<file path="src/source/mem_config.svh">
//##############################
// sizing macros for the memory subsystem
// data width, depth, address width,
// byte lane count and request tag width
//##############################
`ifndef MEM_CONFIG_SVH
`define MEM_CONFIG_SVH

//############################## array geometry
`define MEM_DW      32                   // data word width in bits
`define MEM_DEPTH   64                   // words, power of two
`define MEM_AW      ($clog2(`MEM_DEPTH)) // word address width

//############################## request side
`define MEM_NBYTES  (`MEM_DW / 8)        // byte lanes per word
`define MEM_TW      4                    // request tag width

`endif
</file>
<file path="src/source/mem_pkg.sv">
//##############################
// functional access types
// address, data, byte enable and tag words
// request and response structs
//##############################
`include "mem_config.svh"

package mem_pkg;

   //############################## basic words
   typedef logic [`MEM_AW-1:0]     addr_t;  // word address
   typedef logic [`MEM_DW-1:0]     data_t;  // data word, also bit mask
   typedef logic [`MEM_NBYTES-1:0] be_t;    // one bit per byte lane
   typedef logic [`MEM_TW-1:0]     tag_t;   // returned with read data

   //############################## request / response
   typedef struct packed {
      logic  we;    // 1 = write, 0 = read
      be_t   be;    // write byte lanes, ignored on reads
      addr_t addr;  // word address
      data_t data;  // write data
      tag_t  tag;   // echoed on the read response
   } mem_req_t;

   // read response, built next to the RAM output
   typedef struct packed {
      tag_t  tag;   // tag of the read
      data_t data;  // word read
   } mem_rsp_t;

endpackage

</file>
<file path="src/source/bist_pkg.sv">
//##############################
// march test types
// phase encoding and per-cycle operation
//##############################

package bist_pkg;

   import mem_pkg::*;

   //############################## march elements
   typedef enum logic [2:0] {
      idle,       // waiting for start
      w0_up,      // write 0, ascending
      r0w1_up,    // read 0 then write 1, ascending
      r1w0_down,  // read 1 then write 0, descending
      r0_up,      // final read 0, ascending
      finish      // last compare drains here
   } march_phase_e;

   //############################## one access
   typedef struct packed {
      addr_t addr;  // current word
      logic  rd;    // 1 = read and compare, 0 = write
      logic  val;   // data value, all zeros or all ones
   } march_op_t;

endpackage

</file>
<file path="src/source/mem_if.sv">
//##############################
// single-port memory access bundle
// master side drives the access
// memory side returns read data
//##############################
`include "mem_config.svh"

interface mem_if;

   logic              en;    // access taken on rising clk
   logic              we;    // global write enable
   logic [`MEM_DW-1:0] wem;  // per-bit write enable
   logic [`MEM_AW-1:0] addr; // word address
   logic [`MEM_DW-1:0] din;  // write data
   logic [`MEM_DW-1:0] dout; // read data, valid after the edge

   //############################## views
   modport master (
      output en,
      output we,
      output wem,
      output addr,
      output din,
      input  dout
   );

   modport memory (
      input  en,
      input  we,
      input  wem,
      input  addr,
      input  din,
      output dout
   );

endinterface

</file>
<file path="src/source/mem_subsys_top.sv">
//##############################
// memory subsystem top level
// access stage, march BIST, single-port memory
//##############################

module mem_subsys_top
   import mem_pkg::*;
(
   input  logic  clk,
   input  logic  arst_n,
   // functional request
   input  logic  req_valid,  // one-cycle strobe
   input  logic  req_we,     // 1 = write
   input  be_t   req_be,     // write byte lanes
   input  addr_t req_addr,   // word address
   input  data_t req_data,   // write data
   input  tag_t  req_tag,    // read tag
   // read response
   output logic  rsp_valid,  // one-cycle strobe
   output tag_t  rsp_tag,
   output data_t rsp_data,
   // self test
   input  logic  bist_start, // one-cycle strobe
   output logic  bist_busy,
   output logic  bist_done,
   output logic  bist_fail
);

   //############################## wiring
   mem_if func_port ();  // access stage to memory
   mem_if bist_port ();  // march engine to memory

   mem_req_t req;
   mem_rsp_t rsp;
   logic     busy;  // BIST owns the array

   assign req = '{we: req_we, be: req_be, addr: req_addr, data: req_data, tag: req_tag};

   mem_access_stage u_access (
      .clk       (clk),
      .arst_n    (arst_n),
      .req_valid (req_valid),
      .req       (req),
      .bist_busy (busy),  // drop condition
      .mem       (func_port.master),
      .rsp_valid (rsp_valid),
      .rsp       (rsp)
   );

   bist_march u_bist (
      .clk        (clk),
      .arst_n     (arst_n),
      .bist_start (bist_start),
      .mem        (bist_port.master),
      .bist_busy  (busy),
      .bist_done  (bist_done),
      .bist_fail  (bist_fail)
   );

   mem_sp u_sp (
      .clk     (clk),
      .bist_en (busy),
      .func    (func_port.memory),
      .bist    (bist_port.memory)
   );

   assign bist_busy = busy;
   assign rsp_tag   = rsp.tag;
   assign rsp_data  = rsp.data;

endmodule

</file>
<file path="src/source/bist_march.sv">
//##############################
// march test engine
// w0 up, r0w1 up, r1w0 down, r0 up
// one access per cycle, compare next cycle
// busy / done / sticky fail
//##############################

module bist_march
   import mem_pkg::*;
   import bist_pkg::*;
(
   input  logic  clk,
   input  logic  arst_n,
   input  logic  bist_start,  // one-cycle start strobe
   mem_if.master mem,         // BIST port of the wrapper
   output logic  bist_busy,   // level, march running
   output logic  bist_done,   // one-cycle end strobe
   output logic  bist_fail    // held until next start
);

   localparam int    DW        = $bits(data_t);
   localparam addr_t ADDR_LAST = '1;  // depth is a power of two

   //############################## sequencer state
   march_phase_e phase_q, phase_d;  // current element
   addr_t        addr_q, addr_d;    // address counter
   logic         step_q, step_d;    // 0 = read half, 1 = write half
   march_op_t    op;                // access of this cycle
   logic         access;            // phase issues an access
   logic         cmp_q;             // compare due this cycle
   logic         exp_q;             // expected bit value
   logic         done_q;
   logic         fail_q;

   always_comb begin
      phase_d = phase_q;
      addr_d  = addr_q;
      step_d  = step_q;
      case (phase_q)
         idle: begin
            if (bist_start) begin
               phase_d = w0_up;
               addr_d  = '0;
               step_d  = 1'b0;
            end
         end
         w0_up: begin
            if (addr_q == ADDR_LAST) begin
               phase_d = r0w1_up;
               addr_d  = '0;
            end else addr_d = addr_q + 1'b1;
         end
         r0w1_up: begin
            step_d = ~step_q;
            if (step_q) begin
               if (addr_q == ADDR_LAST) phase_d = r1w0_down;  // start down at top
               else addr_d = addr_q + 1'b1;
            end
         end
         r1w0_down: begin
            step_d = ~step_q;
            if (step_q) begin
               if (addr_q == '0) phase_d = r0_up;  // start up at bottom
               else addr_d = addr_q - 1'b1;
            end
         end
         r0_up: begin
            if (addr_q == ADDR_LAST) begin
               phase_d = finish;
               addr_d  = '0;
            end else addr_d = addr_q + 1'b1;
         end
         default: phase_d = idle;  // finish, last compare done
      endcase
   end

   //############################## access decode
   always_comb begin
      op.addr = addr_q;
      case (phase_q)
         r0w1_up:   begin op.rd = ~step_q; op.val =  step_q; end  // r0 then w1
         r1w0_down: begin op.rd = ~step_q; op.val = ~step_q; end  // r1 then w0
         r0_up:     begin op.rd = 1'b1;    op.val = 1'b0;    end
         default:   begin op.rd = 1'b0;    op.val = 1'b0;    end  // w0_up
      endcase
   end

   assign access   = phase_q inside {w0_up, r0w1_up, r1w0_down, r0_up};
   assign mem.en   = access;
   assign mem.we   = access & ~op.rd;
   assign mem.wem  = '1;             // full word writes
   assign mem.addr = op.addr;
   assign mem.din  = {DW{op.val}};

   //############################## registers
   always_ff @(posedge clk or negedge arst_n) begin
      if (!arst_n) begin
         phase_q <= idle;
         addr_q  <= '0;
         step_q  <= 1'b0;
         cmp_q   <= 1'b0;
         done_q  <= 1'b0;
         fail_q  <= 1'b0;
      end else begin
         phase_q <= phase_d;
         addr_q  <= addr_d;
         step_q  <= step_d;
         cmp_q   <= access & op.rd;          // dout ready next cycle
         done_q  <= (phase_q == finish);     // after the last compare
         if (bist_start && phase_q == idle) fail_q <= 1'b0;
         else if (cmp_q && mem.dout != {DW{exp_q}}) fail_q <= 1'b1;  // sticky
      end
   end

   always_ff @(posedge clk) begin
      exp_q <= op.val;  // expected value of the read
   end

   assign bist_busy = (phase_q != idle);  // falls with done rising
   assign bist_done = done_q;
   assign bist_fail = fail_q;

   //############################## checks
   a_done_start: assert property (@(posedge clk) disable iff (!arst_n)
      bist_done |-> !bist_start)
      else $error("bist_march: start while done");

endmodule

</file>
<file path="src/source/mem_access_stage.sv">
//##############################
// functional access stage
// one-entry request register
// byte enable to bit mask expansion
// read tag / valid aligned to dout
//##############################

module mem_access_stage
   import mem_pkg::*;
(
   input  logic     clk,
   input  logic     arst_n,
   input  logic     req_valid,  // one-cycle request strobe
   input  mem_req_t req,        // request fields
   input  logic     bist_busy,  // drop requests while high
   mem_if.master    mem,        // to the single-port wrapper
   output logic     rsp_valid,  // one-cycle read response strobe
   output mem_rsp_t rsp         // tag and read data
);

   localparam int NBYTES = $bits(be_t);  // byte lanes

   //############################## request register
   logic     req_vld_q;  // entry holds a request
   mem_req_t req_q;      // request payload
   logic     acc;        // access issued this cycle
   logic     rd_vld_q;   // read issued last cycle
   tag_t     rd_tag_q;   // its tag
   data_t    wem_exp;    // expanded bit mask

   assign acc = req_vld_q & ~bist_busy;  // late drop if BIST just took over

   always_ff @(posedge clk or negedge arst_n) begin
      if (!arst_n) begin
         req_vld_q <= 1'b0;
         rd_vld_q  <= 1'b0;
      end else begin
         req_vld_q <= req_valid & ~bist_busy;  // ignore requests under BIST
         rd_vld_q  <= acc & ~req_q.we;         // reads only, writes are silent
      end
   end

   always_ff @(posedge clk) begin
      if (req_valid & ~bist_busy) req_q <= req;
      if (acc) rd_tag_q <= req_q.tag;  // follows the read into the RAM cycle
   end

   //############################## byte lanes
   always_comb begin
      for (int b = 0; b < NBYTES; b++) begin
         wem_exp[8*b +: 8] = {8{req_q.be[b]}};  // one bit per data bit
      end
   end

   assign mem.en   = acc;
   assign mem.we   = req_q.we;
   assign mem.wem  = wem_exp;
   assign mem.addr = req_q.addr;
   assign mem.din  = req_q.data;

   //############################## response
   assign rsp_valid = rd_vld_q;
   assign rsp       = '{tag: rd_tag_q, data: mem.dout};  // dout valid this cycle

endmodule

</file>
<file path="src/source/mem_sp.sv">
//##############################
// single-port memory wrapper
// functional / BIST port select
// split into RAM read and write strobes
//##############################

module mem_sp
   import mem_pkg::*;
(
   input  logic  clk,
   input  logic  bist_en,  // BIST owns the array
   mem_if.memory func,     // functional access
   mem_if.memory bist      // BIST access
);

   localparam int NBYTES = $bits(be_t);  // byte lanes of a word

   //############################## port select
   logic  en;    // selected enable
   logic  we;    // selected global write
   data_t wem;   // selected bit mask
   addr_t addr;  // selected address
   data_t din;   // selected write data
   data_t dout;  // RAM read data

   assign en   = bist_en ? bist.en   : func.en;    // combinational, no added cycle
   assign we   = bist_en ? bist.we   : func.we;
   assign wem  = bist_en ? bist.wem  : func.wem;
   assign addr = bist_en ? bist.addr : func.addr;
   assign din  = bist_en ? bist.din  : func.din;

   //############################## array
   mem_ram u_ram (
      .clk     (clk),
      // read port, enable without write
      .rd_en   (en & ~we),
      .rd_addr (addr),
      .rd_dout (dout),
      // write port, enable with write
      .wr_en   (en & we),
      .wr_addr (addr),
      .wr_wem  (wem),
      .wr_din  (din)
   );

   // both sides see the same read word
   assign func.dout = dout;
   assign bist.dout = dout;

   //############################## checks
   // access stage must hold off while the march runs,
   // otherwise its access would be silently lost
   a_func_quiet: assert property (@(posedge clk) bist_en |-> !func.en)
      else $error("mem_sp: functional access during BIST");

   // functional writes stay byte-granular
   for (genvar b = 0; b < NBYTES; b++) begin : g_lane_chk
      a_lane_whole: assert property (@(posedge clk)
         (func.en && func.we) |-> (func.wem[8*b +: 8] inside {8'h00, 8'hff}))
         else $error("mem_sp: byte lane %0d partly enabled", b);
   end

endmodule

</file>
<file path="src/source/mem_ram.sv">
//##############################
// behavioural RAM model
// registered read port
// bit-masked write port
//##############################
`include "mem_config.svh"

module mem_ram (
   input  logic               clk,
   // read port
   input  logic               rd_en,    // read strobe
   input  logic [`MEM_AW-1:0] rd_addr,  // read address
   output logic [`MEM_DW-1:0] rd_dout,  // held while rd_en low
   // write port
   input  logic               wr_en,    // write strobe
   input  logic [`MEM_AW-1:0] wr_addr,  // write address
   input  logic [`MEM_DW-1:0] wr_wem,   // bits to update
   input  logic [`MEM_DW-1:0] wr_din    // write data
);

   //############################## storage
   logic [`MEM_DW-1:0] ram [`MEM_DEPTH];  // undefined at power-up

   // merge new bits over old ones under the mask
   always_ff @(posedge clk) begin
      if (wr_en) begin
         ram[wr_addr] <= (ram[wr_addr] & ~wr_wem) | (wr_din & wr_wem);
      end
   end

   //############################## read
   always_ff @(posedge clk) begin
      if (rd_en) begin
         rd_dout <= ram[rd_addr];  // one cycle latency
      end
   end

   //############################## checks
   // the single-port wrapper above splits one access, so a
   // collision here means the port decode is broken
   a_no_rd_wr: assert property (@(posedge clk) !(rd_en && wr_en))
      else $error("mem_ram: read and write in the same cycle");

endmodule

</file>
<file path="config.mk">
export PLATFORM = sky130hd
export DESIGN_NAME = mem_subsys_top
export DESIGN_NICKNAME = d
export VERILOG_FILES = /design/src/source/mem_pkg.sv /design/src/source/bist_pkg.sv /design/src/source/mem_if.sv /design/src/source/mem_subsys_top.sv /design/src/source/bist_march.sv /design/src/source/mem_access_stage.sv /design/src/source/mem_sp.sv /design/src/source/mem_ram.sv
export VERILOG_INCLUDE_DIRS = /design/src /design/src/source
export SDC_FILE = /design/constraint.sdc
export NUM_CORES = 2
export LEC_CHECK = 0
export BUFFER_PORTS_ARGS = -buffer_cell sky130_fd_sc_hd__clkbuf_2
export CAP_MARGIN = 15
export CORE_MARGIN = 4
export CORE_UTILIZATION = 45
export CTS_CLUSTER_DIAMETER = 120
export DETAILED_ROUTE_END_ITERATION = 8
export SYNTH_ARGS = -nofsm -noshare
export SYNTH_HDL_FRONTEND = slang
export SYNTH_SLANG_ARGS = --single-unit
</file>
<file path="constraint.sdc">
create_clock -name clk -period 11.7 [get_ports clk]
set_clock_uncertainty 0.05 [all_clocks]
set_input_delay 2.34 -clock clk [delete_from_list [all_inputs] [get_ports clk]]
set_output_delay 2.34 -clock clk [all_outputs]
set_load 0.02 [all_outputs]
</file>
Word level (Yosys, flattened, before mapping)
Memory sizes are Yosys's and may differ from the RTL's. Cells that the tools add are included.

Add/subtract/negate cells: 2. Eq/ne operators: 16. Multiplexer cells: 27. Bitwise operators: 16. Reductions and logical operators: 14.

Operators with widths (number): $and A32 B32 Y32 (2); $mux W32 (2); $mux W6 (7); $ne A32 B32 Y1 (1); $not A32 Y32 (1); $or A32 B32 Y32 (1); $pmux W6 S4 (1); $mux W3 (7); $pmux W3 S5 (1); $ne A2 B1 Y1 const B (6); $reduce_bool A4 Y1 (2); $and A1 B1 Y1 (7); $mux W1 (7); $reduce_and A7 Y1 (1); $add A6 B1 Y6 const B (1); $eq A3 B2 Y1 const B (2); $eq A3 B3 Y1 const B (2); $eq A6 B6 Y1 const B (1); $logic_not A6 Y1 (1); $ne A2 B2 Y1 const B (3); $pmux W2 S3 (1); $reduce_and A6 Y1 (1); $sub A6 B1 Y6 const B (1); $not A1 Y1 (5); 8 further kinds (11).

Register bits: 99. Memory bits (writable): 2048. Output and inout port bits: 40. Memories kept: 1.

Memory list: u_sp.u_ram.ram (words 64, width 32, read ports 1, clocked after Yosys merged registers in 0, write ports 1, RTL line mem_ram.sv:22) `` logic [`MEM_DW-1:0] ram [`MEM_DEPTH]; ``.

Depth between registers and ports, before layout
Depth after elaboration: 8. Depth in mapped cells: 13. Depth with buffers taken out: 10.

Hierarchy
Synthesis repeated with hierarchy kept, for this count alone.

Cells, all modules: 5526. Area, all modules: 101324.7 µm².

Modules (own cells, without submodules): mem_ram (times used 1, cells an instance 5019, area each 95705.5 µm²); mem_access_stage (times used 1, cells an instance 158, area each 2372.3 µm²); bist_march (times used 1, cells an instance 233, area each 1781.7 µm²); mem_sp (times used 1, cells an instance 116, area each 1465.2 µm²).

Worst setup path before layout
No wires, ideal clock.

Path kind: reg2reg. Start point: register u_bist.phase_q[2]. End point: memory u_sp.u_ram.ram[0][30] in the netlist's numbering, data pin. Library setup time: 0.702 ns. Data arrival time: 4.838 ns. Slack: 6.110 ns. Stages on the path, launching flop included: 11. Clock period less this slack: 5.590 ns. Cell sequence: dfrtp_1 nor3_4 buf_2 mux2i_1 clkbuf_1 nand2_1 a21oi_1 nor3_1 o2111a_1 nor3b_1 o21ai_0.

Word-level cells in the longest chain between the ends: 5. Elaborated cells on any way between the ends: 13. Those cells by class: 3 x eq/ne; 4 x mux; 4 x bitwise; 1 x reduce/logical; 1 x memory.

RTL lines: from (decl) (RTL line bist_march.sv:25) `march_phase_e phase_q, phase_d;`; from (signal assigned) (RTL line bist_march.sv:98) `phase_q <= idle;`; from (signal assigned) (RTL line bist_march.sv:105) `phase_q <= phase_d;`; $reduce_bool A3 Y1 (tied with other cells) (RTL line bist_march.sv:119) `assign bist_busy = (phase_q != idle);`; $mux W6 (tied with other cells) (RTL line mem_sp.sv:29) `assign addr = bist_en ? bist.addr : func.addr;`; $mem_v2 Z64 W32 (tied with other cells); $and A32 B32 Y32 (RTL line mem_ram.sv:27) `ram[wr_addr] <= (ram[wr_addr] & ~wr_wem) | (wr_din & wr_wem);`; $or A32 B32 Y32 * (RTL line mem_ram.sv:27); to (decl) (RTL line mem_ram.sv:22).

Every way passes the cells marked *; elsewhere a longest branch is shown, timed or not.

Final worst setup path
Start point: register u_bist.phase_q[2]. End point: memory u_sp.u_ram.ram[0][0] in the netlist's numbering (enable).

Word-level cells in the longest chain between the ends: 8. Elaborated cells on any way between the ends: 17. Those cells by class: 4 x eq/ne; 6 x mux; 5 x bitwise; 2 x reduce/logical.

RTL lines: $eq A3 B3 Y1 or $eq A3 B2 Y1 (tied branches) (RTL line bist_march.sv:80, bist_march.sv:88); $pmux W2 S3 (RTL line bist_march.sv:80) `case (phase_q)`; $not A1 Y1 (RTL line bist_march.sv:90) `assign mem.we = access & ~op.rd;`; $and A1 B1 Y1 (RTL line bist_march.sv:90); $mux W1 (RTL line mem_sp.sv:27) `assign we = bist_en ? bist.we : func.we;`; $and A1 B1 Y1 (RTL line mem_sp.sv:40) `.wr_en (en & we),`; $mux W1 (RTL line mem_ram.sv:26) `if (wr_en) begin`; $mux W1 (not written as such) (RTL line mem_ram.sv:27).

Parallel ways exist; a longest one is shown, timed or not.

==> flow_metrics.py <==
metrics = {
    "power": {
        "pwr-share-clk_pct": 43.6,
        "p_comb_share_pct": 0.1,
        "p_sw_mw": 2.87,
        "p_leak_nw": 30.8,
        "p_int_mw": 11.9,
        "power_frac_seq_pct": 56.4,
        "p_per_area_mw_per_mm2": 163,
        "switching_share_pct": 19.4,
        "vdd_drop_max_mv": 0.139,
    },
    "die": {
        "row_count": 153,
        "die_y_um": 427,
        "start_util_pct": 45.4,
        "fp.coreArea_sq_mm": 0.174,
        "dieArea_sq_mm": 0.183,
        "die_x_um": 427,
        "ios": 91,
    },
    "timing": {
        "drv_slew": 0,
        "fin_crit_sh_pct": 54.6,
        "finalHoldViolCount": 0,
        "setup_tns_ns": 0,
        "rsz0062_at_grt": "false",
        "setup_viol": 0,
        "fin_crit_ns": 6.39,
        "tightest_slew_ns": 1.39,
        "slew_headroom_pct": 6.42,
        "fmax_mhz": 157,
    },
    "synthesis": {
        "synth_nets": 4455,
        "synth_area_per_cell_sq_um": 18.0,
        "synth_cells": 4402,
        "synthArstFlopShare_pct": 0.699,
        "ys_ff_latch": 2147,
        "ys.flop_type": "edfxtp_1",
        "synth-edff-count": 2131,
        "ys_seq_area_share_pct": 81.4,
        "synth_cell_types": 57,
        "syn_area_sq_mm": 0.0791,
        "yosys_warnings": 0,
    },
    "final_layout": {
        "layout_common_cells": "edfxtp_1 (2,131), a22oi_1 (501), a221oi_1 (253)",
        "fin_cells": 7077,
        "fin_nets": 4635,
        "syn2layout_area_growth_pct": 14.4,
        "seq_area_sq_mm": 0.0644,
        "utilization_pct": 51.9,
        "drive_above_1_share_pct": 14.7,
        "layout_commonest_cell": "edfxtp_1",
        "multi_input_area_sq_mm": 0.0147,
        "nFillCells": 13700,
    },
    "worst_setup_path": {
        "max_stage_delay_ns": 0.94,
        "critPathKind": "flip-flop to flip-flop",
        "cp_slowest_cell": "nor2_4",
        "crit_cells": 9,
        "worstPathCellList": "nor3_4 -> buf_4 -> inv_4 -> mux2_8 -> buf_12 -> buf_4 -> nand2_1 -> nor2_4 -> buf_4",
        "r2r-start": "u_bist.phase_q[2]",
        "worstSetupStartpoint": "u_bist.phase_q[2]",
        "crit_buf_inv": 5,
        "endpoint": "u_sp.u_ram.ram[0][0]",
        "start_kind": "flip-flop",
        "r2r-end": "u_sp.u_ram.ram[0][0]",
        "worstPathRequired_ns": 12.11,
        "r2r_cells": 9,
        "crit_arrival_ns": 6.80,
        "rrSetupSlack_ns": 5.31,
        "cp_max_fo": 92,
        "path_delay_family": "buffers and inverters",
        "end_kind": "flip-flop",
        "cpMostUsedCell": "buf_4",
    },
    "routing": {
        "dr.pass1.iters": 6,
        "met2_length_um": 119000,
        "drcViolationCount": 0,
        "drt_iter0_markers": 7329,
        "top_layer_used": "met5",
        "vias": 47200,
        "drt-wirelength-per-cell_um": 35.8,
        "wl_met3_um": 27800,
        "ant_nets": 0,
        "drt_wl_total_um": 253000,
        "wl_met1_um": 96700,
        "vias_per_cell": 6.67,
    },
    "global_route": {
        "grt_pass1_wl_um": 350000,
        "grt-ovfl-total": 0,
        "grt_pass1_vias": 44300,
        "grt_max_degree": 96,
        "track_usage_pct": 27.3,
        "antenna_found_initial": 10,
    },
    "run": {
        "drv_cap": 0,
    },
    "clock_network": {
        "root_buffer": "clkbuf_16",
        "cts_hold_buf": 0,
        "clk_path_buf_depth": 3,
        "h-tree-depth": 4,
        "clk-insertion-delay-late_ns": 0.86,
        "clock-sinks": 2147,
        "clkSlewWorstSetupHoldPaths_ns": 0.07,
        "post_cts_resized": 0,
        "cts_tree": "built",
        "postCtsSetupBuffers": 0,
        "numCtsBuffers": 204,
    },
    "outcome": {
        "outcome": "completed",
    },
    "min_path": {
        "hp-class": "flip-flop to flip-flop",
    },
    "place": {
        "portBuffers": 90,
        "hpwl_um": 135000,
        "dp_cells": 6699,
        "place.gp.congestion": 0.828,
    },
}
-- how the worst min path moves through the flow --
stage	from	endpoint	slack, ns	depth (start not counted)
CTS	u_access.req_q[2]	u_access.rd_tag_q[2]	0.39	0
floorplan	u_access.req_q[0]	u_access.rd_tag_q[0]	0.35	0
global placement	u_access.req_q[3]	u_access.rd_tag_q[3]	0.36	0
detailed placement	u_access.req_q[3]	u_access.rd_tag_q[3]	0.36	0
global route	u_access.req_q[1]	u_access.rd_tag_q[1]	0.39	0
finish	u_access.req_q[1]	u_access.rd_tag_q[1]	0.39	0
-- power by group through the flow --
stage,Clock (mW),Combinational [mW],Sequential (mW)
2_1_floorplan,0,0.0000140,8.49
3_3_place_gp,0,0.0104,8.49
3_5_place_dp,0,0.0105,8.49
4_1_cts,6.48,0.0107,8.32
5_1_grt,6.80,0.0113,8.32
6_report,6.43,0.0103,8.32
-- metal layers --
metal / up-vias / track usage (%)
met2: 3234 / 42.8
met3: 516 / 5.27
met4: 2 / 10.2
li1: 18900 / -
met1: 24500 / 37.9
met5: - / 0
-- metrics by stage --
step	worst slack (ns)	instance area, sq um	power, mW	hold WS (ns)
3_5_place_dp	5.44	84000	8.50	0.360
3_3_place_gp	5.52	83900	8.50	0.358
5_1_grt	5.24	90500	15.1	0.392
2_1_floorplan	6.11	79100	8.49	0.350
6_report	5.31	90500	14.8	0.386
4_1_cts	5.40	90500	14.8	0.388
-- synth_stat cells, types with 22 or more instances --
| master | n | area (sq um) |
|---|---|---|
| a21oi_1 | 61 | 305 |
| a221o_1 | 92 | 921 |
| a221oi_1 | 253 | 2220 |
| a22o_1 | 128 | 1120 |
| a22oi_1 | 501 | 3760 |
| a2bb2oi_1 | 29 | 254 |
| a31oi_1 | 143 | 895 |
| buf_1 | 31 | 116 |
| buf_2 | 78 | 390 |
| clkbuf_1 | 186 | 698 |
| edfxtp_1 | 2131 | 64000 |
| mux2i_1 | 39 | 390 |
| nand2_1 | 194 | 728 |
| nand3_1 | 32 | 160 |
| nand4_1 | 35 | 219 |
| nor2_1 | 141 | 529 |
| nor3_1 | 22 | 110 |
| nor4_1 | 31 | 194 |
| o21ai_0 | 113 | 566 |
-- area by class of cell --
type | count | share of cell area (%)
Inverter | 15 | 0.0650
Clock inverter | 119 | 1.28
Tap cell | 2325 | 3.22
Multi-Input combinational cell | 1943 | 16.2
Antenna cell | 3 | 0.00830
Clock buffer | 254 | 5.85
Sequential cell | 2147 | 71.2
Timing Repair Buffer | 271 | 2.18
-- logic make-up (layout without fill, tap and decap cells) --
| group | count (synthesis) | count (layout) | share of synthesized area [%] |
|---|---|---|---|
| multiplexers | 52 | 52 | 0.686 |
| AO/OA/AOI/OAI | 1391 | 1391 | 13.4 |
| flip-flops | 2147 | 2147 | 81.4 |
| adder cells (fa/ha/maj) | 2 | 2 | 0.0316 |
| other | 0 | 3 | 0 |
| XOR/XNOR | 1 | 1 | 0.0111 |
| buffers and inverters | 312 | 659 | 1.62 |
| AND/OR/NAND/NOR | 497 | 497 | 2.85 |
-- worst register-to-register path: stages (launching register included) --
cell	delay, ns
dfrtp_1	0.55
nor3_4	0.25
buf_4	0.66
inv_4	0.42
mux2_8	0.67
buf_12	0.52
buf_4	0.71
nand2_1	0.68
nor2_4	0.94
buf_4	0.51
-- registers in the layout (all words and copies together) (netlist names) --
| register | cells |
|---|---|
| u_access.mem.addr | 6 |
| u_access.mem.din | 32 |
| u_access.mem.we | 1 |
| u_access.mem.wem | 4 |
| u_access.rd_tag_q | 4 |
| u_access.req_q | 4 |
| u_access.req_vld_q | 1 |
| u_access.rsp_valid | 1 |
| u_bist.bist_done | 1 |
| u_bist.bist_fail | 1 |
| u_bist.cmp_q | 1 |
| u_bist.exp_q | 1 |
| u_bist.mem.addr | 6 |
| u_bist.phase_q | 3 |
| u_bist.step_q | 1 |
| u_sp.u_ram.ram | 2048 |
| u_sp.u_ram.rd_dout | 32 |
Power figures use the tool's default switching activity.
